**src/design/pcs_rx_macros.svh**
```systemverilog
`ifndef PCS_RX_MACROS_SVH
`define PCS_RX_MACROS_SVH

// Lane count of the receive word
`define PCS_LANES 4

// 66b block split into sync header and payload
`define BLK_DATA_W 64
`define SYNC_W 2

// Descrambler polynomial 1 + x^39 + x^58
`define SCR_LEN 58
`define SCR_TAP 39

// Errored-block counter
`define ERRBLK_W 8

`endif

```
**src/design/pcs_block_pkg.sv**
```systemverilog
`include "pcs_rx_macros.svh"

package pcs_block_pkg;

    ////////////////////
    // Block fields
    ////////////////////

    typedef logic [`BLK_DATA_W-1:0] blk_data_t;
    typedef logic [`SYNC_W-1:0]     sync_hdr_t;
    typedef logic [`SCR_LEN-1:0]    scr_hist_t;

    // Type field sits in payload byte 0 of a control block
    typedef logic [7:0]             blk_type_t;

    ////////////////////
    // Sync headers
    ////////////////////

    localparam sync_hdr_t SYNC_DATA = 2'b01;
    localparam sync_hdr_t SYNC_CTRL = 2'b10;

    ////////////////////
    // Control block types
    ////////////////////

    // All idle
    localparam blk_type_t BT_IDLE  = 8'h1E;
    // Start in byte 0, data in bytes 1 to 7
    localparam blk_type_t BT_START = 8'h78;
    // Terminate in byte 0
    localparam blk_type_t BT_TERM0 = 8'h87;
    // Seven data bytes then terminate
    localparam blk_type_t BT_TERM7 = 8'hFF;

endpackage

```
**src/design/xgmii_pkg.sv**
```systemverilog
package xgmii_pkg;

    ////////////////////
    // XGMII lane types
    ////////////////////

    // Bit n flags byte n as a control character
    typedef logic [7:0]  xgmii_ctrl_t;
    typedef logic [63:0] xgmii_data_t;
    typedef logic [7:0]  xgmii_char_t;

    ////////////////////
    // Control characters
    ////////////////////

    localparam xgmii_char_t XG_IDLE  = 8'h07;
    localparam xgmii_char_t XG_START = 8'hFB;
    localparam xgmii_char_t XG_TERM  = 8'hFD;
    localparam xgmii_char_t XG_ERROR = 8'hFE;

endpackage

```
**src/design/lane_descrambler.sv**
```systemverilog
`timescale 1ns/10ps
`include "pcs_rx_macros.svh"

module lane_descrambler (
    input  logic                     rx_clk_161_13,
    input  logic                     async_reset_n,
    input  logic                     blk_valid_i,
    input  logic                     bypass_descram_i,
    input  pcs_block_pkg::sync_hdr_t sync_hdr_0_i,
    input  pcs_block_pkg::sync_hdr_t sync_hdr_1_i,
    input  pcs_block_pkg::sync_hdr_t sync_hdr_2_i,
    input  pcs_block_pkg::sync_hdr_t sync_hdr_3_i,
    input  pcs_block_pkg::blk_data_t blk_data_0_i,
    input  pcs_block_pkg::blk_data_t blk_data_1_i,
    input  pcs_block_pkg::blk_data_t blk_data_2_i,
    input  pcs_block_pkg::blk_data_t blk_data_3_i,
    output logic                     descr_valid_o,
    output pcs_block_pkg::sync_hdr_t sync_hdr_0_o,
    output pcs_block_pkg::sync_hdr_t sync_hdr_1_o,
    output pcs_block_pkg::sync_hdr_t sync_hdr_2_o,
    output pcs_block_pkg::sync_hdr_t sync_hdr_3_o,
    output pcs_block_pkg::blk_data_t descr_data_0_o,
    output pcs_block_pkg::blk_data_t descr_data_1_o,
    output pcs_block_pkg::blk_data_t descr_data_2_o,
    output pcs_block_pkg::blk_data_t descr_data_3_o
);
    import pcs_block_pkg::*;

    localparam int EXT_W = `BLK_DATA_W + `SCR_LEN;

    sync_hdr_t rx_hdr    [`PCS_LANES];
    blk_data_t rx_data   [`PCS_LANES];
    scr_hist_t prev_bits [`PCS_LANES];
    blk_data_t plain     [`PCS_LANES];
    sync_hdr_t hdr_q     [`PCS_LANES];
    blk_data_t data_q    [`PCS_LANES];
    scr_hist_t hist_q;

    // out[i] = in[i] ^ in[i-39] ^ in[i-58] with older bits from prev
    function automatic blk_data_t descramble(input blk_data_t rx, input scr_hist_t prev);
        logic [EXT_W-1:0] ext;
        blk_data_t        res;
        ext = {rx, prev};
        for (int i = 0; i < `BLK_DATA_W; i++) begin
            res[i] = ext[i + `SCR_LEN] ^ ext[i + `SCR_LEN - `SCR_TAP] ^ ext[i];
        end
        return res;
    endfunction

    assign rx_hdr[0]  = sync_hdr_0_i;
    assign rx_hdr[1]  = sync_hdr_1_i;
    assign rx_hdr[2]  = sync_hdr_2_i;
    assign rx_hdr[3]  = sync_hdr_3_i;
    assign rx_data[0] = blk_data_0_i;
    assign rx_data[1] = blk_data_1_i;
    assign rx_data[2] = blk_data_2_i;
    assign rx_data[3] = blk_data_3_i;

    ////////////////////
    // Lane chain
    ////////////////////

    // Lane 0 continues from last word's lane 3
    assign prev_bits[0] = hist_q;

    for (genvar n = 0; n < `PCS_LANES; n++) begin : g_lane
        if (n > 0) begin : g_prev
            assign prev_bits[n] = rx_data[n-1][`BLK_DATA_W-1 -: `SCR_LEN];
        end
        assign plain[n] = bypass_descram_i ? rx_data[n] : descramble(rx_data[n], prev_bits[n]);
    end

    always_ff @(posedge rx_clk_161_13 or negedge async_reset_n) begin
        if (!async_reset_n) begin
            descr_valid_o <= 1'b0;
            hist_q        <= '0;
        end else begin
            descr_valid_o <= blk_valid_i;
            // Keeps following the line in bypass as well
            if (blk_valid_i) begin
                hist_q <= rx_data[`PCS_LANES-1][`BLK_DATA_W-1 -: `SCR_LEN];
            end
        end
    end

    always_ff @(posedge rx_clk_161_13) begin
        if (blk_valid_i) begin
            for (int n = 0; n < `PCS_LANES; n++) begin
                hdr_q[n]  <= rx_hdr[n];
                data_q[n] <= plain[n];
            end
        end
    end

    assign sync_hdr_0_o   = hdr_q[0];
    assign sync_hdr_1_o   = hdr_q[1];
    assign sync_hdr_2_o   = hdr_q[2];
    assign sync_hdr_3_o   = hdr_q[3];
    assign descr_data_0_o = data_q[0];
    assign descr_data_1_o = data_q[1];
    assign descr_data_2_o = data_q[2];
    assign descr_data_3_o = data_q[3];

    a_valid_known: assert property (
        @(posedge rx_clk_161_13) disable iff (!async_reset_n)
        !$isunknown(descr_valid_o)
    );

endmodule

```
**src/design/block_decoder.sv**
```systemverilog
`timescale 1ns/10ps

module block_decoder (
    input  logic                     rx_clk_161_13,
    input  logic                     async_reset_n,
    input  logic                     descr_valid_i,
    input  pcs_block_pkg::sync_hdr_t sync_hdr_i,
    input  pcs_block_pkg::blk_data_t blk_data_i,
    input  logic                     terminate_i,
    output logic                     terminate_o,
    output logic                     xgmii_valid_o,
    output xgmii_pkg::xgmii_ctrl_t   xgmii_ctrl_o,
    output xgmii_pkg::xgmii_data_t   xgmii_data_o,
    output logic                     blk_err_o
);
    import pcs_block_pkg::*;
    import xgmii_pkg::*;

    typedef enum logic [2:0] {
        CLS_DATA,
        CLS_IDLE,
        CLS_START,
        CLS_TERM0,
        CLS_TERM7,
        CLS_ERROR
    } blk_class_t;

    blk_type_t   blk_type;
    blk_class_t  raw_class;
    blk_class_t  blk_class;
    xgmii_ctrl_t dec_ctrl;
    xgmii_data_t dec_data;

    assign blk_type = blk_data_i[7:0];

    ////////////////////
    // Classification
    ////////////////////

    always_comb begin
        raw_class = CLS_ERROR;
        if (sync_hdr_i == SYNC_DATA) begin
            raw_class = CLS_DATA;
        end else if (sync_hdr_i == SYNC_CTRL) begin
            case (blk_type)
                BT_IDLE: begin
                    raw_class = CLS_IDLE;
                end
                BT_START: begin
                    raw_class = CLS_START;
                end
                BT_TERM0: begin
                    raw_class = CLS_TERM0;
                end
                BT_TERM7: begin
                    raw_class = CLS_TERM7;
                end
                default: begin
                    raw_class = CLS_ERROR;
                end
            endcase
        end
    end

    assign terminate_o = (raw_class == CLS_TERM0) || (raw_class == CLS_TERM7);

    // Only idle may follow a terminate in a lower lane
    assign blk_class = (terminate_i && (raw_class != CLS_IDLE)) ? CLS_ERROR : raw_class;

    ////////////////////
    // XGMII mapping
    ////////////////////

    always_comb begin
        dec_ctrl = 8'hFF;
        dec_data = {8{XG_ERROR}};
        case (blk_class)
            CLS_DATA: begin
                dec_ctrl = 8'h00;
                dec_data = blk_data_i;
            end
            CLS_IDLE: begin
                dec_ctrl = 8'hFF;
                dec_data = {8{XG_IDLE}};
            end
            CLS_START: begin
                dec_ctrl = 8'h01;
                dec_data = {blk_data_i[63:8], XG_START};
            end
            CLS_TERM0: begin
                dec_ctrl = 8'hFF;
                dec_data = {{7{XG_IDLE}}, XG_TERM};
            end
            CLS_TERM7: begin
                // Payload bytes 1 to 7 shift down to lanes 0 to 6
                dec_ctrl = 8'h80;
                dec_data = {XG_TERM, blk_data_i[63:8]};
            end
            default: begin
                dec_ctrl = 8'hFF;
                dec_data = {8{XG_ERROR}};
            end
        endcase
    end

    always_ff @(posedge rx_clk_161_13 or negedge async_reset_n) begin
        if (!async_reset_n) begin
            xgmii_valid_o <= 1'b0;
            blk_err_o     <= 1'b0;
        end else begin
            xgmii_valid_o <= descr_valid_i;
            if (descr_valid_i) begin
                blk_err_o <= (blk_class == CLS_ERROR);
            end
        end
    end

    always_ff @(posedge rx_clk_161_13) begin
        if (descr_valid_i) begin
            xgmii_ctrl_o <= dec_ctrl;
            xgmii_data_o <= dec_data;
        end
    end

    a_err_ctrl: assert property (
        @(posedge rx_clk_161_13) disable iff (!async_reset_n)
        blk_err_o |-> (xgmii_ctrl_o == 8'hFF)
    );

endmodule

```
**src/design/pcs_rx_top.sv**
```systemverilog
`timescale 1ns/10ps
`include "pcs_rx_macros.svh"

module pcs_rx_top (
    input  logic                     rx_clk_161_13,
    input  logic                     async_reset_n,
    input  logic                     blk_valid_i,
    input  logic                     bypass_descram_i,
    input  logic                     clear_errblk_i,
    input  pcs_block_pkg::sync_hdr_t sync_hdr_0_i,
    input  pcs_block_pkg::sync_hdr_t sync_hdr_1_i,
    input  pcs_block_pkg::sync_hdr_t sync_hdr_2_i,
    input  pcs_block_pkg::sync_hdr_t sync_hdr_3_i,
    input  pcs_block_pkg::blk_data_t blk_data_0_i,
    input  pcs_block_pkg::blk_data_t blk_data_1_i,
    input  pcs_block_pkg::blk_data_t blk_data_2_i,
    input  pcs_block_pkg::blk_data_t blk_data_3_i,
    output logic                     xgmii_valid_o,
    output xgmii_pkg::xgmii_ctrl_t   xgmii_ctrl_0_o,
    output xgmii_pkg::xgmii_ctrl_t   xgmii_ctrl_1_o,
    output xgmii_pkg::xgmii_ctrl_t   xgmii_ctrl_2_o,
    output xgmii_pkg::xgmii_ctrl_t   xgmii_ctrl_3_o,
    output xgmii_pkg::xgmii_data_t   xgmii_data_0_o,
    output xgmii_pkg::xgmii_data_t   xgmii_data_1_o,
    output xgmii_pkg::xgmii_data_t   xgmii_data_2_o,
    output xgmii_pkg::xgmii_data_t   xgmii_data_3_o,
    output logic [`ERRBLK_W-1:0]     errd_blks_o
);
    import pcs_block_pkg::*;
    import xgmii_pkg::*;

    localparam int SUM_W = $clog2(`PCS_LANES + 1);
    localparam int CNT_W = `ERRBLK_W + 1;

    logic                  descr_valid;
    sync_hdr_t             descr_hdr  [`PCS_LANES];
    blk_data_t             descr_data [`PCS_LANES];
    logic [`PCS_LANES-1:0] term_out;
    logic [`PCS_LANES-1:0] term_in;
    logic [`PCS_LANES-1:0] dec_valid;
    logic [`PCS_LANES-1:0] dec_err;
    xgmii_ctrl_t           dec_ctrl   [`PCS_LANES];
    xgmii_data_t           dec_data   [`PCS_LANES];
    logic [SUM_W-1:0]      err_sum;
    logic [CNT_W-1:0]      cnt_sum;

    lane_descrambler u_descr (
        .rx_clk_161_13    (rx_clk_161_13),
        .async_reset_n    (async_reset_n),
        .blk_valid_i      (blk_valid_i),
        .bypass_descram_i (bypass_descram_i),
        .sync_hdr_0_i     (sync_hdr_0_i),
        .sync_hdr_1_i     (sync_hdr_1_i),
        .sync_hdr_2_i     (sync_hdr_2_i),
        .sync_hdr_3_i     (sync_hdr_3_i),
        .blk_data_0_i     (blk_data_0_i),
        .blk_data_1_i     (blk_data_1_i),
        .blk_data_2_i     (blk_data_2_i),
        .blk_data_3_i     (blk_data_3_i),
        .descr_valid_o    (descr_valid),
        .sync_hdr_0_o     (descr_hdr[0]),
        .sync_hdr_1_o     (descr_hdr[1]),
        .sync_hdr_2_o     (descr_hdr[2]),
        .sync_hdr_3_o     (descr_hdr[3]),
        .descr_data_0_o   (descr_data[0]),
        .descr_data_1_o   (descr_data[1]),
        .descr_data_2_o   (descr_data[2]),
        .descr_data_3_o   (descr_data[3])
    );

    // Lane n sees a terminate anywhere below it
    always_comb begin
        term_in[0] = 1'b0;
        for (int n = 1; n < `PCS_LANES; n++) begin
            term_in[n] = term_in[n-1] | term_out[n-1];
        end
    end

    for (genvar n = 0; n < `PCS_LANES; n++) begin : g_dec
        block_decoder u_dec (
            .rx_clk_161_13 (rx_clk_161_13),
            .async_reset_n (async_reset_n),
            .descr_valid_i (descr_valid),
            .sync_hdr_i    (descr_hdr[n]),
            .blk_data_i    (descr_data[n]),
            .terminate_i   (term_in[n]),
            .terminate_o   (term_out[n]),
            .xgmii_valid_o (dec_valid[n]),
            .xgmii_ctrl_o  (dec_ctrl[n]),
            .xgmii_data_o  (dec_data[n]),
            .blk_err_o     (dec_err[n])
        );
    end

    assign xgmii_valid_o  = dec_valid[0];
    assign xgmii_ctrl_0_o = dec_ctrl[0];
    assign xgmii_ctrl_1_o = dec_ctrl[1];
    assign xgmii_ctrl_2_o = dec_ctrl[2];
    assign xgmii_ctrl_3_o = dec_ctrl[3];
    assign xgmii_data_0_o = dec_data[0];
    assign xgmii_data_1_o = dec_data[1];
    assign xgmii_data_2_o = dec_data[2];
    assign xgmii_data_3_o = dec_data[3];

    ////////////////////
    // Errored blocks
    ////////////////////

    always_comb begin
        err_sum = '0;
        for (int n = 0; n < `PCS_LANES; n++) begin
            err_sum = err_sum + SUM_W'(dec_valid[n] & dec_err[n]);
        end
    end

    assign cnt_sum = {1'b0, errd_blks_o} + CNT_W'(err_sum);

    always_ff @(posedge rx_clk_161_13 or negedge async_reset_n) begin
        if (!async_reset_n) begin
            errd_blks_o <= '0;
        end else if (clear_errblk_i) begin
            errd_blks_o <= '0;
        end else if (cnt_sum[`ERRBLK_W]) begin
            // Saturate
            errd_blks_o <= '1;
        end else begin
            errd_blks_o <= cnt_sum[`ERRBLK_W-1:0];
        end
    end

    a_cnt_monotonic: assert property (
        @(posedge rx_clk_161_13) disable iff (!async_reset_n)
        !clear_errblk_i |=> (errd_blks_o >= $past(errd_blks_o))
    );

endmodule

```
**config.mk**
```make
export PLATFORM = sky130hd
export DESIGN_NAME = pcs_rx_top
export DESIGN_NICKNAME = d
export VERILOG_FILES = /design/src/design/pcs_block_pkg.sv /design/src/design/xgmii_pkg.sv /design/src/design/lane_descrambler.sv /design/src/design/block_decoder.sv /design/src/design/pcs_rx_top.sv
export VERILOG_INCLUDE_DIRS = /design/src /design/src/design
export SDC_FILE = /design/constraint.sdc
export NUM_CORES = 1
export LEC_CHECK = 0
export BUFFER_PORTS_ARGS = -buffer_cell sky130_fd_sc_hd__buf_4
export CELL_PAD_IN_SITES_DETAIL_PLACEMENT = 1
export CELL_PAD_IN_SITES_GLOBAL_PLACEMENT = 1
export CORE_UTILIZATION = 40
export DETAILED_ROUTE_END_ITERATION = 6
export PLACE_DENSITY_LB_ADDON = 0.1
export SETUP_SLACK_MARGIN = 0.15
export SYNTH_ARGS = -nofsm -noshare
export SYNTH_HDL_FRONTEND = slang
export SYNTH_SLANG_ARGS = --single-unit
```
**constraint.sdc**
```tcl
create_clock -name rx_clk_161_13 -period 6.94 [get_ports rx_clk_161_13]
set_clock_uncertainty 0.1 [all_clocks]
set_input_delay 0 -clock rx_clk_161_13 [delete_from_list [all_inputs] [get_ports rx_clk_161_13]]
set_output_delay 0 -clock rx_clk_161_13 [all_outputs]
set_load 0.01 [all_outputs]
```
==> out/metrics.yaml <==
logic_synthesis:
  synthCells: 2280
  synthArstFlopShare_pct: 11.9
  netlist.area_leader.share_pct: 54.8
  yosysTopAreaCell: "edfxtp_1"
  synth_area_leaders: "edfxtp_1 55%, xor2_1 7.8%, xnor2_1 7.7%"
  yosysMostFrequentCell: "edfxtp_1"
  syn-num-nets: 2553
  yosys_warnings: 0
  synth_seq_cells: 604
  synth_area_um2: 29100
  seq_area_frac_synth_pct: 61.0
  synth-main-ff-cell: "edfxtp_1"
  synthTopCellsByCount: "532 x edfxtp_1, 281 x nor2_1, 259 x xor2_1, 257 x xnor2_1, 157 x nand2_1"
  ys_types: 72
  synth-edff-count: 532
  avgSynthCellArea_um2: 12.8
power:
  p_int_w: 0.00735
  vdd_drop_max_mv: 0.178
  p_sw_w: 0.00290
  power_frac_clock_pct: 34.9
  combPwrFrac_pct: 18.7
  seq_power_share_pct: 46.4
  p_leak_nw: 15.6
  power.density_nw_per_um2: 257
  switching_share_pct: 28.3
worst_setup_path:
  timing.rr.start: "u_descr.data_q[1][0]"
  reg2reg_depth: 7
  cp-startpoint: "u_descr.data_q[1][0]"
  r2r_slack_ns: 3.09
  worstPathArrival_ns: 4.02
  worstPathMaxFanout: 56
  crit_path_start_kind: "register"
  worstSetupPathType: "reg2reg"
  required_ns: 7.11
  end_kind: "register"
  r2r_end: "g_dec[1].u_dec.xgmii_data_o[13]"
min_path:
  hold_path_depth: 2
  hold_path.class: "in2reg"
  min_to: "u_descr.hdr_q[2][0]"
  min-delay-start: "sync_hdr_2_i[0]"
floorplanning:
  dieArea_um2: 73900
  fp.dieH_um: 272
  core-area_um2: 71700
  num_rows: 98
  initial_core_util_pct: 40.6
  ioPinCount: 566
  die_w_um: 272
clocking:
  cts_tree: "done"
  clk_pin_slew_ns: 0.06
  clk_latency_ns: 0.61
  cts_inserted_buffers: 70
  cts_sinks: 604
  htreeDepth: 3
  clock_path_buffers: 3
  cts_root_buf: "clkbuf_16"
  post_cts_resized: 0
timing:
  holdWs_ns: 0.0346
  tightestPinTransition_ns: 1.37
  setup_viol: 0
  rsz0062_at_grt: "false"
  hold_violations: 0
  slew_violations: 0
  tns_ns: 0
  slew_headroom_pct: 8.56
  clock.fmax_mhz: 260
  finalCriticalPeriod_ns: 3.85
  min_period_over_period_pct: 55.5
finish:
  fin_nets: 3425
  final_area_um2: 39800
  final_layout_size_suffix_gt1_share_pct: 24.0
  area_growth_pct: 36.7
  fin_util_pct: 55.5
  instances_no_fill: 4158
placement:
  place.gp.congestion: 0.891
  dp.cells: 3680
  dpl_cell_area_um2: 34200
  hpwl_um: 93100
  portBuffers: 565
grt:
  grt-ovfl-total: 0
  grt_use_total_pct: 33.5
  antenna_found_initial: 6
  grt_pass1_wl_um: 174000
  grt_pass1_vias: 23587
  grt_max_degree: 178
detailed_routing:
  wl_um: 126000
  vias_per_cell: 5.48
  drt_iter0_markers: 2290
  ant_nets: 0
  drc_errors: 0
  firstDrtPassIters: 7
  vias: 22777
  wl_per_cell_um: 30.4
status:
  outcome: "finished clean"
flow_run:
  cap_violations: 0
==> power by group through the flow <==
| stage | Clock, W | Sequential [W] | Combinational [W] |
|---|---|---|---|
| detailed placement | 0 | 0.00482 | 0.00168 |
| global route | 0.00374 | 0.00479 | 0.00203 |
| finish | 0.00357 | 0.00476 | 0.00192 |
| floorplan | 0 | 0.00476 | 0.000747 |
| global placement | 0 | 0.00482 | 0.00165 |
| CTS | 0.00360 | 0.00475 | 0.00189 |
==> critical path, stage by stage, from the launching register on <==
cell and delay [ns]:
edfxtp_1 0.45, or4_1 0.60, nor2_1 0.15, o21ai_0 0.18
nand2_2 0.12, buf_4 0.64, o22a_1 0.97, o21ai_0 0.30
==> layout make-up <==
type / instances / area [µm²]
sequential: 604 / 17800
fill: 7325 / 31900
antenna: 3 / 7.51
clock buffer: 98 / 1940
clock inverter: 27 / 209
inverter: 14 / 52.6
tap: 950 / 1190
multi-input combinational: 1528 / 10700
timing repair buffer: 934 / 7940
==> per-stage QoR <==
| step | setup slack (ns) | power, W |
|---|---|---|
| after floorplan | 2.88 | 0.00551 |
| after global placement | 3.28 | 0.00647 |
| after detailed placement | 3.05 | 0.00650 |
| after CTS | 3.05 | 0.0102 |
| after global routing | 2.83 | 0.0106 |
| final | 3.09 | 0.0102 |
==> how the worst max path moves through the flow <==
stage,to,slack [ns],cells after the start
2_1_floorplan,g_dec[0].u_dec.blk_err_o,2.88,1
3_3_place_gp,g_dec[1].u_dec.xgmii_data_o[61],3.28,7
3_5_place_dp,g_dec[1].u_dec.xgmii_data_o[13],3.05,7
4_1_cts,g_dec[1].u_dec.xgmii_data_o[13],3.05,7
5_1_grt,g_dec[1].u_dec.xgmii_data_o[13],2.83,7
6_report,g_dec[1].u_dec.xgmii_data_o[13],3.09,7
==> cell families (layout without fill, tap and decap cells) <==
group / count (synthesis) / after routing / synth area share (%)
other cells: 0 / 3 / 0
buf+inv: 148 / 1073 / 2.35
xor+xnor: 516 / 516 / 15.5
compound gates: 262 / 262 / 6.12
fa+ha+maj: 4 / 4 / 0.249
simple gates: 583 / 583 / 8.91
mux: 163 / 163 / 5.86
flops: 604 / 604 / 61.0
==> sequential cells by signal (all words and copies together) (netlist names) <==
name                       cells
u_descr.data_q               256
errd_blks_o                    8
u_descr.descr_valid_o          1
u_descr.hdr_q                  8
g_dec.u_dec.xgmii_data_o     256
g_dec.u_dec.xgmii_ctrl_o      12
u_descr.hist_q                58
g_dec.u_dec.blk_err_o          4
g_dec.u_dec.xgmii_valid_o      1
==> what timing repair did <==
item | in CTS | in global routing
hold buffers | 350 | 0
endpoints found under the hold margin | 492 | 0
buffers inserted | 0 | 0
setup endpoints to repair | 0 | 0
==> cell usage in the layout, fill, tap and decap left out, types with 9 or more instances in the layout <==
cell type        n
a21o_1          20
a21oi_1         18
a221o_1         44
a31oi_1         33
buf_4          579
clkbuf_1        22
clkbuf_16       72
clkinv_2         9
dfrtp_1         71
dlygate4sd3_1  350
edfxtp_1       532
inv_1           12
mux2_2          61
mux2i_1        102
nand2_1        156
nand3_1         62
nand4_1         10
nor2_1         278
o21ai_0         84
o21ai_1         24
xnor2_1        257
xor2_1         259
==> per-layer routing <==
layer	vias to the layer above	wire length, µm	track usage (%)
met3	223	8600	5.01
met1	11656	52700	45.0
met2	1078	60100	54.8
li1	9816	-	-
met5	-	25	0
met4	4	4810	12.6
No activity file was read; power rests on OpenSTA's default activity.
